$ cat src/source/fightPkg.sv
package fightPkg;

	// Screen coordinates, x in the upper half of the word
	typedef struct packed {
		logic [15:0] x;
		logic [15:0] y;
	} point;

	typedef struct packed {
		logic [15:0] width;
		logic [15:0] height;
	} extent;

	typedef struct packed {
		point pos;
		extent size;
	} box;

	// Controller word as sampled from the pad
	typedef struct packed {
		logic [4:0] spare27;
		logic facing;
		logic [1:0] spare24;
		logic smashLeft;
		logic smashRight;
		logic smashUp;
		logic smashDown;
		logic [1:0] spare18;
		logic bButton;
		logic aButton;
		logic [2:0] stickX;
		logic [4:0] spare8;
		logic [2:0] stickY;
		logic [4:0] spare0;
	} controlWord;

	typedef enum logic [3:0] {
		none,
		smashLeft,
		smashRight,
		smashUp,
		smashDown,
		jabLeft,
		jabRight,
		specialNeutralLeft,
		specialNeutralRight,
		specialLeft,
		specialRight,
		specialUp,
		specialDown
	} attackKind;

	// Which hitbox an attack swings through
	typedef enum logic [1:0] {
		left,
		right,
		up,
		down
	} direction;

	typedef struct packed {
		logic [19:0] zero;
		logic active;
		logic specialNeutral;
		logic specialRight;
		logic specialLeft;
		logic specialDown;
		logic specialUp;
		logic jab;
		logic smashRight;
		logic smashLeft;
		logic smashDown;
		logic smashUp;
		logic hit;
	} attackStatus;

	// Active cycles per attack
	localparam int jabDuration = 8;
	localparam int longDuration = 16;
	localparam int timerWidth = 5;

	// Knockback vectors, x in the upper half
	localparam logic [31:0] knockSmashUp = 32'h0000_0800;
	localparam logic [31:0] knockSmashDown = 32'h0000_F7FE;
	localparam logic [31:0] knockSmashLeft = 32'hF7FE_00E0;
	localparam logic [31:0] knockSmashRight = 32'h0800_00E0;
	localparam logic [31:0] knockJabLeft = 32'hFBFE_0080;
	localparam logic [31:0] knockJabRight = 32'h0400_0080;

	localparam logic [31:0] upSpecialMove = 32'h0000_0010;

endpackage

$ cat src/source/inputDecoder.sv
`timescale 1ns/1ps

module inputDecoder (
	input fightPkg::controlWord controls,
	output fightPkg::attackKind request
);
	import fightPkg::*;

	logic tiltLeft;
	logic tiltRight;
	logic tiltUp;
	logic tiltDown;
	logic centred;

	// Stick tilts only count when pushed to the end of travel
	assign tiltLeft = (controls.stickX == 3'b000);
	assign tiltRight = (controls.stickX == 3'b111);
	assign tiltUp = (controls.stickY == 3'b111);
	assign tiltDown = (controls.stickY == 3'b000);
	assign centred = !tiltLeft && !tiltRight && !tiltUp && !tiltDown;

	// Smashes win over jabs, jabs over specials
	always_comb begin
		if (controls.smashLeft) begin
			request = smashLeft;
		end else if (controls.smashRight) begin
			request = smashRight;
		end else if (controls.smashUp) begin
			request = smashUp;
		end else if (controls.smashDown) begin
			request = smashDown;
		end else if (controls.aButton) begin
			request = controls.facing ? jabRight : jabLeft;
		end else if (controls.bButton && tiltLeft) begin
			request = specialLeft;
		end else if (controls.bButton && tiltRight) begin
			request = specialRight;
		end else if (controls.bButton && tiltUp) begin
			request = specialUp;
		end else if (controls.bButton && tiltDown) begin
			request = specialDown;
		end else if (controls.bButton && centred) begin
			// Neutral B swings the way the character faces
			request = controls.facing ? specialNeutralRight : specialNeutralLeft;
		end else begin
			request = none;
		end
	end

endmodule

$ cat src/source/attackControl.sv
`timescale 1ns/1ps

module attackControl (
	input logic clock,
	input logic arstN,
	input fightPkg::attackKind request,
	output fightPkg::attackKind activeKind
);
	import fightPkg::*;

	logic [timerWidth-1:0] timer;
	logic lastCycle;

	function automatic logic [timerWidth-1:0] durationOf(attackKind kind);
		case (kind)
			jabLeft, jabRight: durationOf = timerWidth'(jabDuration);
			default: durationOf = timerWidth'(longDuration);
		endcase
	endfunction

	// Timer counts down to one on the final active cycle
	assign lastCycle = (timer == timerWidth'(1));

	always_ff @(posedge clock or negedge arstN) begin
		if (!arstN) begin
			activeKind <= none;
			timer <= '0;
		end else if (activeKind == none) begin
			// Accepted only while idle and never queued
			if (request != none) begin
				activeKind <= request;
				timer <= durationOf(request);
			end
		end else if (lastCycle) begin
			activeKind <= none;
			timer <= '0;
		end else begin
			timer <= timer - timerWidth'(1);
		end
	end

	// Leaving idle always means taking the request seen while idle
	idleTakesRequest: assert property (
		@(posedge clock) disable iff (!arstN)
		(activeKind == none) |=> (activeKind == $past(request))
	);

	// No direct switch from one attack to another
	activeHoldsOrEnds: assert property (
		@(posedge clock) disable iff (!arstN)
		(activeKind != none) |=> (activeKind == $past(activeKind)) || (activeKind == none)
	);

	// Jabs last exactly jabDuration cycles
	jabLength: assert property (
		@(posedge clock) disable iff (!arstN)
		(activeKind == none) ##1 (activeKind inside {jabLeft, jabRight})
			|-> (activeKind != none) [*jabDuration] ##1 (activeKind == none)
	);

endmodule

$ cat src/source/hitboxGenerator.sv
`timescale 1ns/1ps

module hitboxGenerator (
	input fightPkg::box attacker,
	output fightPkg::box hitLeft,
	output fightPkg::box hitRight,
	output fightPkg::box hitUp,
	output fightPkg::box hitDown
);
	import fightPkg::*;

	extent halfSize;
	logic [15:0] quarterWidth;
	logic [15:0] quarterHeight;

	// Every hitbox is half the attacker's size on each axis
	assign halfSize = '{
		width: attacker.size.width >> 1,
		height: attacker.size.height >> 1
	};
	assign quarterWidth = halfSize.width >> 1;
	assign quarterHeight = halfSize.height >> 1;

	// Beside the body, raised a quarter of its height
	assign hitLeft = '{
		pos: '{
			x: attacker.pos.x - halfSize.width,
			y: attacker.pos.y + quarterHeight
		},
		size: halfSize
	};

	assign hitRight = '{
		pos: '{
			x: attacker.pos.x + attacker.size.width,
			y: attacker.pos.y + quarterHeight
		},
		size: halfSize
	};

	// Above and below, inset a quarter of the width
	assign hitUp = '{
		pos: '{
			x: attacker.pos.x + quarterWidth,
			y: attacker.pos.y + attacker.size.height
		},
		size: halfSize
	};

	// Hangs a quarter height below the feet, overlapping the body
	assign hitDown = '{
		pos: '{
			x: attacker.pos.x + quarterWidth,
			y: attacker.pos.y - quarterHeight
		},
		size: halfSize
	};

endmodule

$ cat src/source/boxOverlap.sv
`timescale 1ns/1ps

module boxOverlap (
	input fightPkg::box first,
	input fightPkg::box second,
	output logic overlap
);

	logic [15:0] firstEndX;
	logic [15:0] firstEndY;
	logic [15:0] secondEndX;
	logic [15:0] secondEndY;
	logic overlapX;
	logic overlapY;

	// Far edges, unsigned and allowed to wrap
	assign firstEndX = first.pos.x + first.size.width;
	assign firstEndY = first.pos.y + first.size.height;
	assign secondEndX = second.pos.x + second.size.width;
	assign secondEndY = second.pos.y + second.size.height;

	// Strict compare so boxes that only touch do not count
	assign overlapX = (first.pos.x < secondEndX) && (second.pos.x < firstEndX);
	assign overlapY = (first.pos.y < secondEndY) && (second.pos.y < firstEndY);

	assign overlap = overlapX && overlapY;

endmodule

$ cat src/source/attackEffects.sv
`timescale 1ns/1ps

module attackEffects (
	input logic clock,
	input logic arstN,
	input fightPkg::attackKind activeKind,
	input logic overlapLeft,
	input logic overlapRight,
	input logic overlapUp,
	input logic overlapDown,
	output fightPkg::attackStatus attack,
	output logic [31:0] knockback,
	output logic [31:0] movement
);
	import fightPkg::*;

	direction hitDirection;
	logic directionOverlap;

	// Jabs and neutral specials already carry their facing in the kind
	function automatic direction kindDirection(attackKind kind);
		case (kind)
			smashRight, jabRight, specialNeutralRight, specialRight: kindDirection = right;
			smashUp, specialUp: kindDirection = up;
			smashDown, specialDown: kindDirection = down;
			default: kindDirection = left;
		endcase
	endfunction

	assign hitDirection = kindDirection(activeKind);

	always_comb begin
		case (hitDirection)
			left: directionOverlap = overlapLeft;
			right: directionOverlap = overlapRight;
			up: directionOverlap = overlapUp;
			default: directionOverlap = overlapDown;
		endcase
	end

	always_comb begin
		attack = '0;
		attack.active = (activeKind != none);
		attack.hit = attack.active && directionOverlap;
		attack.smashUp = (activeKind == smashUp);
		attack.smashDown = (activeKind == smashDown);
		attack.smashLeft = (activeKind == smashLeft);
		attack.smashRight = (activeKind == smashRight);
		attack.jab = (activeKind == jabLeft) || (activeKind == jabRight);
		attack.specialUp = (activeKind == specialUp);
		attack.specialDown = (activeKind == specialDown);
		attack.specialLeft = (activeKind == specialLeft);
		attack.specialRight = (activeKind == specialRight);
		attack.specialNeutral = (activeKind == specialNeutralLeft) ||
			(activeKind == specialNeutralRight);
	end

	// Knockback is applied whether or not the attack connects
	always_ff @(posedge clock or negedge arstN) begin
		if (!arstN) begin
			knockback <= '0;
		end else begin
			case (activeKind)
				smashUp: knockback <= knockSmashUp;
				smashDown: knockback <= knockSmashDown;
				smashLeft: knockback <= knockSmashLeft;
				smashRight: knockback <= knockSmashRight;
				jabLeft: knockback <= knockJabLeft;
				jabRight: knockback <= knockJabRight;
				default: knockback <= knockback;
			endcase
		end
	end

	always_ff @(posedge clock or negedge arstN) begin
		if (!arstN) begin
			movement <= '0;
		end else if (activeKind == specialUp) begin
			movement <= upSpecialMove;
		end
	end

	kindFlagsOneHot: assert property (
		@(posedge clock) disable iff (!arstN)
		$onehot0(attack[10:1])
	);

endmodule

$ cat src/source/attackCoprocessor.sv
`timescale 1ns/1ps

module attackCoprocessor (
	input logic clock,
	input logic arstN,
	input fightPkg::point char1Pos,
	input fightPkg::extent char1Size,
	input fightPkg::point char2Pos,
	input fightPkg::extent char2Size,
	input fightPkg::controlWord controls,
	output fightPkg::attackStatus attack,
	output logic [31:0] knockback,
	output logic [31:0] movement
);
	import fightPkg::*;

	attackKind request;
	attackKind activeKind;
	box char1Box;
	box char2Box;
	box hitLeft;
	box hitRight;
	box hitUp;
	box hitDown;
	logic overlapLeft;
	logic overlapRight;
	logic overlapUp;
	logic overlapDown;

	assign char1Box = '{pos: char1Pos, size: char1Size};
	assign char2Box = '{pos: char2Pos, size: char2Size};

	inputDecoder decoder (
		.controls(controls),
		.request(request)
	);

	attackControl control (
		.clock(clock),
		.arstN(arstN),
		.request(request),
		.activeKind(activeKind)
	);

	hitboxGenerator hitboxes (
		.attacker(char1Box),
		.hitLeft(hitLeft),
		.hitRight(hitRight),
		.hitUp(hitUp),
		.hitDown(hitDown)
	);

	// One overlap test per direction against character 2
	boxOverlap leftTest (.first(hitLeft), .second(char2Box), .overlap(overlapLeft));
	boxOverlap rightTest (.first(hitRight), .second(char2Box), .overlap(overlapRight));
	boxOverlap upTest (.first(hitUp), .second(char2Box), .overlap(overlapUp));
	boxOverlap downTest (.first(hitDown), .second(char2Box), .overlap(overlapDown));

	attackEffects effects (
		.clock(clock),
		.arstN(arstN),
		.activeKind(activeKind),
		.overlapLeft(overlapLeft),
		.overlapRight(overlapRight),
		.overlapUp(overlapUp),
		.overlapDown(overlapDown),
		.attack(attack),
		.knockback(knockback),
		.movement(movement)
	);

endmodule

$ cat config.mk
export PLATFORM = sky130hd
export DESIGN_NAME = attackCoprocessor
export DESIGN_NICKNAME = d
export VERILOG_FILES = /design/src/source/fightPkg.sv /design/src/source/inputDecoder.sv /design/src/source/attackControl.sv /design/src/source/hitboxGenerator.sv /design/src/source/boxOverlap.sv /design/src/source/attackEffects.sv /design/src/source/attackCoprocessor.sv
export SDC_FILE = /design/constraint.sdc
export NUM_CORES = 1
export LEC_CHECK = 0
export BUFFER_PORTS_ARGS = -buffer_cell sky130_fd_sc_hd__buf_4
export CAP_MARGIN = 0
export CORE_MARGIN = 10
export CORE_UTILIZATION = 60
export CTS_BUF_LIST = sky130_fd_sc_hd__clkbuf_4 sky130_fd_sc_hd__clkbuf_8 sky130_fd_sc_hd__clkbuf_16
export DETAILED_ROUTE_END_ITERATION = 6
export GPL_TIMING_DRIVEN = 0
export PLACE_DENSITY = 0.89
export SLEW_MARGIN = 25
export SYNTH_ARGS = -nofsm -noshare
export SYNTH_HDL_FRONTEND = slang
export SYNTH_HIERARCHICAL = 1
export SYNTH_SLANG_ARGS = --single-unit
export TNS_END_PERCENT = 5
$ cat constraint.sdc
create_clock -name clock -period 10.5 [get_ports clock]
set_input_delay 2.1 -clock clock [delete_from_list [all_inputs] [get_ports clock]]
set_output_delay 2.1 -clock clock [all_outputs]
set_load 0.02 [all_outputs]
# Yosys cells after proc, flatten, opt, wreduce, memory -nomap -nowiden
# Memories as Yosys holds them, arrays and structs flattened.
# Cells that the tools add are included.
# totals
mem_bits_ro	32
memories	1
word_cells	108
ff_bits	42
inputBits	162
output_inout_bits	96
# classes
order_cmp	12
reduce_logical	35
n_eq_ne	20
muxes	21
n_addsub	15
# memory_table
name	depth	word_bits	rd	rd_ports_with_merged_regs	wr	line_no	source
(no name shown)	16	2	1	0	0	attackEffects.sv:22	case (kind)
# ops
op	count
16-bit less-than comparator	12
32-bit one-hot mux with 6 select lines	1
16-bit by 15-bit adder with 16-bit output	6
16-bit adder	4
4-bit two-way mux	14
16-bit by 14-bit adder with 16-bit output	2
4-bit by 3-bit equality test with 1-bit output (second input constant)	6
4-bit equality test (second input constant)	5
5-bit two-way mux	4
1-bit logical AND	19
16-bit by 14-bit subtractor with 16-bit output	1
16-bit by 15-bit subtractor with 16-bit output	1
4-bit by 2-bit equality test with 1-bit output (second input constant)	2
4-bit nonzero test	2
3-bit equality test (second input constant)	2
3-bit zero test	2
6-bit nonzero test	1
5-bit by 1-bit equality test with 1-bit output (second input constant)	1
5-bit by 1-bit subtractor with 5-bit output (second input constant)	1
4-bit by 1-bit equality test with 1-bit output (second input constant)	1
1-bit zero test	4
4-bit zero test	1
1-bit one-hot mux with 3 select lines	1
2-bit by 1-bit equality test with 1-bit output (second input constant)	1
8 further kinds	9

# Logic depth before layout (Yosys ltp)
# Gate-level depths: netlist of the first run.
# logic_depth
depth_word	21
depth_mapped	29

# Hierarchy
# The synthesis of the first run kept the hierarchy.
# by_module_without_submodules
module	seq_area_each_um2	cells_per_inst	n_inst	area_each_um2
hitboxGenerator	0.0	751	1	5486.5
boxOverlap (upTest)	0.0	507	1	4043.9
boxOverlap (leftTest)	0.0	483	1	3818.7
boxOverlap (downTest)	0.0	490	1	3811.2
boxOverlap (rightTest)	0.0	464	1	3757.4
attackEffects	200.2	158	1	1172.4
attackControl	225.2	41	1	494.2
inputDecoder	0.0	31	1	205.2

# Worst setup path before layout of the first run
# Ideal clock, no wire load.
# synth_path
path_kind	in2out
start	input char1Pos[16] in the netlist's numbering
end	output attack[0] in the netlist's numbering
t_arrival_ps	7019
slack_ps	1381
n_path_buf	0
cell_stages	24
cell_sequence	inv_1 -> ha_1 -> fa_1 -> nand2b_1 -> a21o_1 -> a21boi_1 -> a41o_1 -> a2111o_1 -> o2111ai_1 -> ha_1 -> and3_1 -> nand3_1 -> o21ai_0 -> or3_1 -> a21oi_2 -> xnor2_1 -> ha_1 -> a222oi_1 -> and4_1 -> o221ai_1 -> or4_1 -> a211oi_1 -> o21ai_0 -> a31oi_1
# synth_rtl
element	line_no	source
from (decl)	attackCoprocessor.sv:6	input fightPkg::point char1Pos,
to (decl)	attackCoprocessor.sv:11	output fightPkg::attackStatus attack,

==> results of run 1 <==
[timing repair]
item / CTS / global route
gates resized for setup: 10 / 46
hold buffers: 0 / 0
setup buffers: 2 / 11
pin swaps: 1 / 19
gates cloned: 0 / 0
setup endpoints to repair: 1 / 1
[logic make-up (layout without fill, tap and decap cells)]
logic type | count (synthesis) | count (layout) | share of synthesized area [%]
xor gates and xnor gates | 294 | 294 | 11.30
DFF | 17 | 17 | 1.867
buffers and inverters | 394 | 595 | 10.58
muxes | 4 | 4 | 0.1812
other | 2 | 61 | 0.03295
and+or+nand+nor | 669 | 669 | 14.94
adders and majority gates | 591 | 591 | 33.17
AOI/OAI and AO/OA | 954 | 954 | 27.92
[how the worst min path moves through the flow]
stage | to | slack (ns)
after floorplan | control/timer[1] | 0.50
after CTS | effects/movement[4] | 0.47
after global routing | effects/movement[4] | 0.49
final | effects/movement[4] | 0.47
after detailed placement | effects/movement[4] | 0.46
after global placement | effects/movement[4] | 0.45
[metrics by stage]
step / total power, mW / util [%] / instances / hold slack (ns)
floorplan: 2.416 / - / 2984 / 0.5006
global placement: 3.147 / 66.63 / 3680 / 0.4527
detailed placement: 3.270 / 66.65 / 3680 / 0.4605
CTS: 3.382 / 67.06 / 3686 / 0.4729
global route: 3.812 / 67.95 / 3696 / 0.4862
finish: 3.500 / 67.95 / 3696 / 0.4701
[cells in the mapped netlist, types with 8 or more instances]
library cell | number | area, um^2
and3_1 | 21 | 131.4
nor2b_1 | 34 | 212.7
a221oi_1 | 8 | 70.07
nor4_1 | 30 | 187.7
o21bai_1 | 35 | 262.8
o22ai_1 | 21 | 131.4
a311oi_1 | 9 | 78.83
a21o_1 | 142 | 1066
nor2_1 | 158 | 593.1
a31oi_1 | 30 | 187.7
nand2b_1 | 49 | 306.5
a211o_1 | 15 | 131.4
fa_1 | 22 | 440.4
a2111oi_0 | 10 | 87.58
and4_1 | 8 | 70.07
dfrtp_1 | 17 | 425.4
nor3_1 | 50 | 250.2
o211ai_1 | 31 | 232.7
inv_1 | 133 | 499.2
a211oi_1 | 37 | 277.8
o21a_1 | 29 | 217.7
xor2_1 | 140 | 1226
or3_1 | 20 | 125.1
a21boi_0 | 8 | 60.06
o21ai_0 | 140 | 700.7
buf_4 | 238 | 1787
nand3_1 | 54 | 270.3
xnor2_1 | 154 | 1349
nand4_1 | 44 | 275.3
ha_1 | 569 | 7119
nand2_1 | 150 | 563.0
a21oi_1 | 302 | 1511
clkbuf_1 | 8 | 30.03
o21ai_1 | 19 | 95.09
o31ai_1 | 13 | 97.59
[sequential cells by signal, summed over array words and instances (netlist names)]
name / flops
control/activeKind: 4
effects/knockback: 7
control/timer: 5
effects/movement: 1
[power by group through the flow]
stage	clock, mW	combinational (mW)	sequential (mW)
3_3_place_gp	0	3.00	0.144
4_1_cts	0.0791	3.16	0.148
2_1_floorplan	0	2.26	0.155
5_1_grt	0.0824	3.58	0.154
6_report	0.0790	3.27	0.149
3_5_place_dp	0	3.12	0.148
[layout by cell type, fill, tap and decap left out, drive strengths merged, types with 29 or more instances in the layout]
cell	synthesis	final
xor2	140	140
nand4	44	44
a31oi	31	31
nand2	151	151
ha	569	569
o211ai	31	31
o21a	29	29
buf	249	447
inv	137	137
a21oi	308	308
a21o	143	143
nand3	54	54
nor2	160	160
conb	2	61
o21ai	161	161
o21bai	36	36
nor2b	36	36
nand2b	49	49
nor3	51	51
a211oi	42	42
xnor2	154	154
nor4	31	31
[layer usage]
metal  share of wire (%)  vias up  track usage, %
met5                   0        -               0
met4                 5.3        0           15.46
met3                 5.1      211           2.008
met2                  51      864           55.12
met1                  39    10950           32.67
li1                    -    11180               -
[layout make-up]
class | instances | area (um^2) | area share (%)
Tap cell | 511 | 639.4 | 2.504
Inverter | 137 | 514.2 | 2.014
Timing Repair Buffer | 198 | 1486 | 5.822
Sequential cell | 17 | 425.4 | 1.666
Multi-Input combinational cell | 2573 | 20490 | 80.25
Clock buffer | 4 | 82.58 | 0.3234
Buffer | 256 | 1896 | 7.424
==> flow_summary.toml, run 1 <==
[pwr]
pwr_density_cell_nw_per_um2 = 137.1
ir_drop_mv = 0.09670
cellLeakagePower_nw = 12.76
p_sw_mw = 1.920
pwr-share-seq_pct = 4.3
switching_share_pct = 54.86
clock_power_share_pct = 2.3
internal-power_mw = 1.580
combPwrFrac_pct = 93.5

[sta]
layout_worst_path_cycle_share_pct = 98.57
hold_violations = 0
tightest_slew_ns = 0.9247
fin_skew_ns = 0.003978
fmax_mhz = 96.62
setup_ws_ns = 0.1503
slew_violations = 0
setup_viol_count_final = 0
relSlewSlack_pct = 37.83
fin_setup_tns_ns = 0
period_minus_slack_ns = 10.35

[min_path]
min_delay_path_depth = 1
hold_start = "effects/movement[4]"
hold_class = "reg2reg"

[synth]
synth_area_per_cell_um2 = 7.791
yosys.cell_types.count = 105
synth_ff_type = "dfrtp_1"
netlist_instances = 2925
ys_async_sr_fraction_pct = 100.0
ys_seq_area_share_pct = 1.867
syn-cell-area_um2 = 22790
ys_ff_latch = 17
ys_warn_count = 6
synth-edff-count = 0

[route]
final_antenna_net_count = 0
via_per_inst = 6.279
vias = 23210
dr.pass1.iters = 6
wl_per_cell_um = 19.80
dr.first_iter.drc_count = 1413
drcViolationCount = 0
wirelength_um = 73180

[cts]
h-tree-depth = 1
clock_tree.root_cell = "clkbuf_16"
insertion_delay_ns = 0.25
clkTransAtPathRegs_ns = 0.05
cts_buffers = 3
cts_tree = "done"
clock_sinks = 17
max-clock-path-buffers = 2

[setup_path]
critPathLaunchType = "input port"
worst_setup_path_end_kind = "output pin"
crit_path_start = "char1Size[7]"
crit_family = "simple AND/OR/NAND/NOR gates"
cp_data_required_time_ns = 8.40
critPathKind = "in2out"
reg2reg_to = "control/timer[3]"
max_stage_delay_ns = 0.53
crit_slowest_cell = "nor4_4"
crit_cells = 30
crit_fanout = 8
rrSetupSlack_ns = 8.69
worstPathArrival_ns = 8.25
r2r_cells = 5
cp.buffers_inverters = 5
reg2reg_from = "control/timer[1]"
crit_end = "attack[0]"

[placement]
place.gp.congestion = 0.9932
place_area_um2 = 25050
port_buffers = 185
place_ws_ns = -0.7513
hpwlAfterDp_um = 62220

[die]
die_x_um = 214.9
rows = 71
ios = 258
fp.dieH_um = 214.9
core-area_um2 = 37580
dieArea_um2 = 46180
initial_core_util_pct = 60.65

[outcome]
status = "finished clean"

[grt]
grt_pass1_wl_um = 114000
grt_pass1_vias = 23330
antenna_found_initial = 0
grt_max_degree = 18
overflow = 0
grt_use_total_pct = 29.47

[layout]
area_delta_synth_final_pct = 12.04
fillers = 3224
drive_gt1_share_pct = 17.71
nets = 3939
antenna_cells = 0
fin_area_um2 = 25530

[job]
maxCapViolations = 0
Power figures use the tool's default switching activity.
==> run 2, diff against run 1 <==
Clock period 10.5 ns to 13 ns, I/O delays scaled along.
==> flow_summary.toml, run 2 (synthesized netlist as in run 1, its figures left out) <==
[setup_path]
critPathLaunchType = "input port"
crit_fanout = 7
cp_data_required_time_ns = 10.40
r2r_cells = 5
worst_setup_path_end_kind = "output pin"
max_stage_delay_ns = 0.74
reg2reg_from = "control/timer[1]"
rrSetupSlack_ns = 11.19
critPathKind = "in2out"
crit_slowest_cell = "nor4_2"
worstPathArrival_ns = 9.93
reg2reg_to = "control/timer[3]"

[die]
die_x_um = 214.9
dieArea_um2 = 46180
fp.dieH_um = 214.9
rows = 71
initial_core_util_pct = 60.65
core-area_um2 = 37580
ios = 258

[cts]
clock_sinks = 17
h-tree-depth = 1
ctsHoldBuffers = 0
cts_tree = "done"
cts_buffers = 3
insertion_delay_ns = 0.25
clock_tree.root_cell = "clkbuf_16"
post_cts_buffers = 0
clkTransAtPathRegs_ns = 0.05
max-clock-path-buffers = 2
cts_resized = 0

[route]
drcViolationCount = 0
dr.pass1.iters = 5
final_antenna_net_count = 0
vias = 23120
via_per_inst = 6.276
wl_per_cell_um = 19.62
wirelength_um = 72290
dr.first_iter.drc_count = 1372

[layout]
drive_gt1_share_pct = 16.04
top_register = "effects/knockback"
layout_common_cells = "ha_1, buf_4, a21oi_1"
fin_util_pct = 66.88
antenna_cells = 0
largest_register_ffs = 7
final_common_cell = "ha_1"
nets = 3927
area_delta_synth_final_pct = 10.27
reg_top3 = "effects/knockback (7), control/timer (5), control/activeKind (4)"
fillers = 3274

[sta]
fmax_mhz = 79.82
setup_viol_count_final = 0
layout_worst_path_cycle_share_pct = 96.37
fin_skew_ns = 0.003864
rsz0062_at_grt = "false"
tightest_slew_ns = 0.9086
hold_violations = 0
period_minus_slack_ns = 12.53
relSlewSlack_pct = 39.28
slew_violations = 0
fin_setup_tns_ns = 0

[outcome]
status = "finished clean"

[grt]
antenna_found_initial = 0
grt_pass1_wl_um = 113800
grt_pass1_vias = 23340
grt_max_degree = 18
overflow = 0
grt_use_total_pct = 29.39

[placement]
place.gp.congestion = 0.9932
hpwlAfterDp_um = 62220
port_buffers = 185

[pwr]
power_mw = 2.765
cellLeakagePower_nw = 12.65
pwr_density_cell_nw_per_um2 = 110.0
ir_drop_mv = 0.07786

[job]
maxCapViolations = 0

[min_path]
min_delay_path_depth = 1
whs_endpoint = "effects/movement[4]"
hold_start = "effects/movement[4]"
hold_class = "reg2reg"
## run 2: how the worst max path moves through the flow
stage | slack [ns] | cells after the start | endpoint | from
after floorplan | 2.88 | 24 | attack[0] | char1Pos[16]
after global placement | 0.62 | 30 | attack[0] | char1Size[12]
after detailed placement | 0.75 | 30 | attack[0] | char1Size[9]
after CTS | 0.71 | 30 | attack[0] | char1Size[9]
after global routing | 0.26 | 30 | attack[0] | char1Size[12]
final | 0.47 | 30 | attack[0] | char1Size[12]
## run 2: layout make-up
type	instances	area (um^2)	share of cell area [%]
Buffer	257	1897	7.548
Clock buffer	4	82.58	0.3286
Inverter	137	514.2	2.046
Multi-Input combinational cell	2573	20180	80.31
Sequential cell	17	425.4	1.693
Tap cell	511	639.4	2.544
Timing Repair Buffer	185	1389	5.526
## run 2: power breakdown
part	switching, mW	internal (mW)
clock	0.0199	0.0437
combinational	1.46	1.12
sequential	0.0418	0.0786
## run 2: stage by stage
stage | hold WS, ns | std cells | instance area, um^2 | setup slack [ns]
after floorplan | 0.5006 | 2984 | 23010 | 2.881
after global placement | 0.4527 | 3680 | 25040 | 0.6210
after detailed placement | 0.4605 | 3680 | 25050 | 0.7487
after CTS | 0.4729 | 3684 | 25130 | 0.7096
after global routing | 0.4862 | 3684 | 25130 | 0.2570
final | 0.4740 | 3684 | 25130 | 0.4718
## run 2: critical path, delay by kind of cell
family                     cells  cell delay, ns
adders and majority gates      3            0.79
xor gates and xnor gates       2            0.49
AOI/OAI and AO/OA             11            2.19
and+or+nand+nor                9            3.06
buffers and inverters          5            0.77
## run 2: routing by layer
layer  GRT usage (%)  vias to the layer above  wire length (um)
li1                -                    11170                 -
met1           32.45                    10870             28110
met2           54.93                      845             36360
met3           2.177                      235              3740
met4           15.65                        0              4082
met5               0                        -                 0
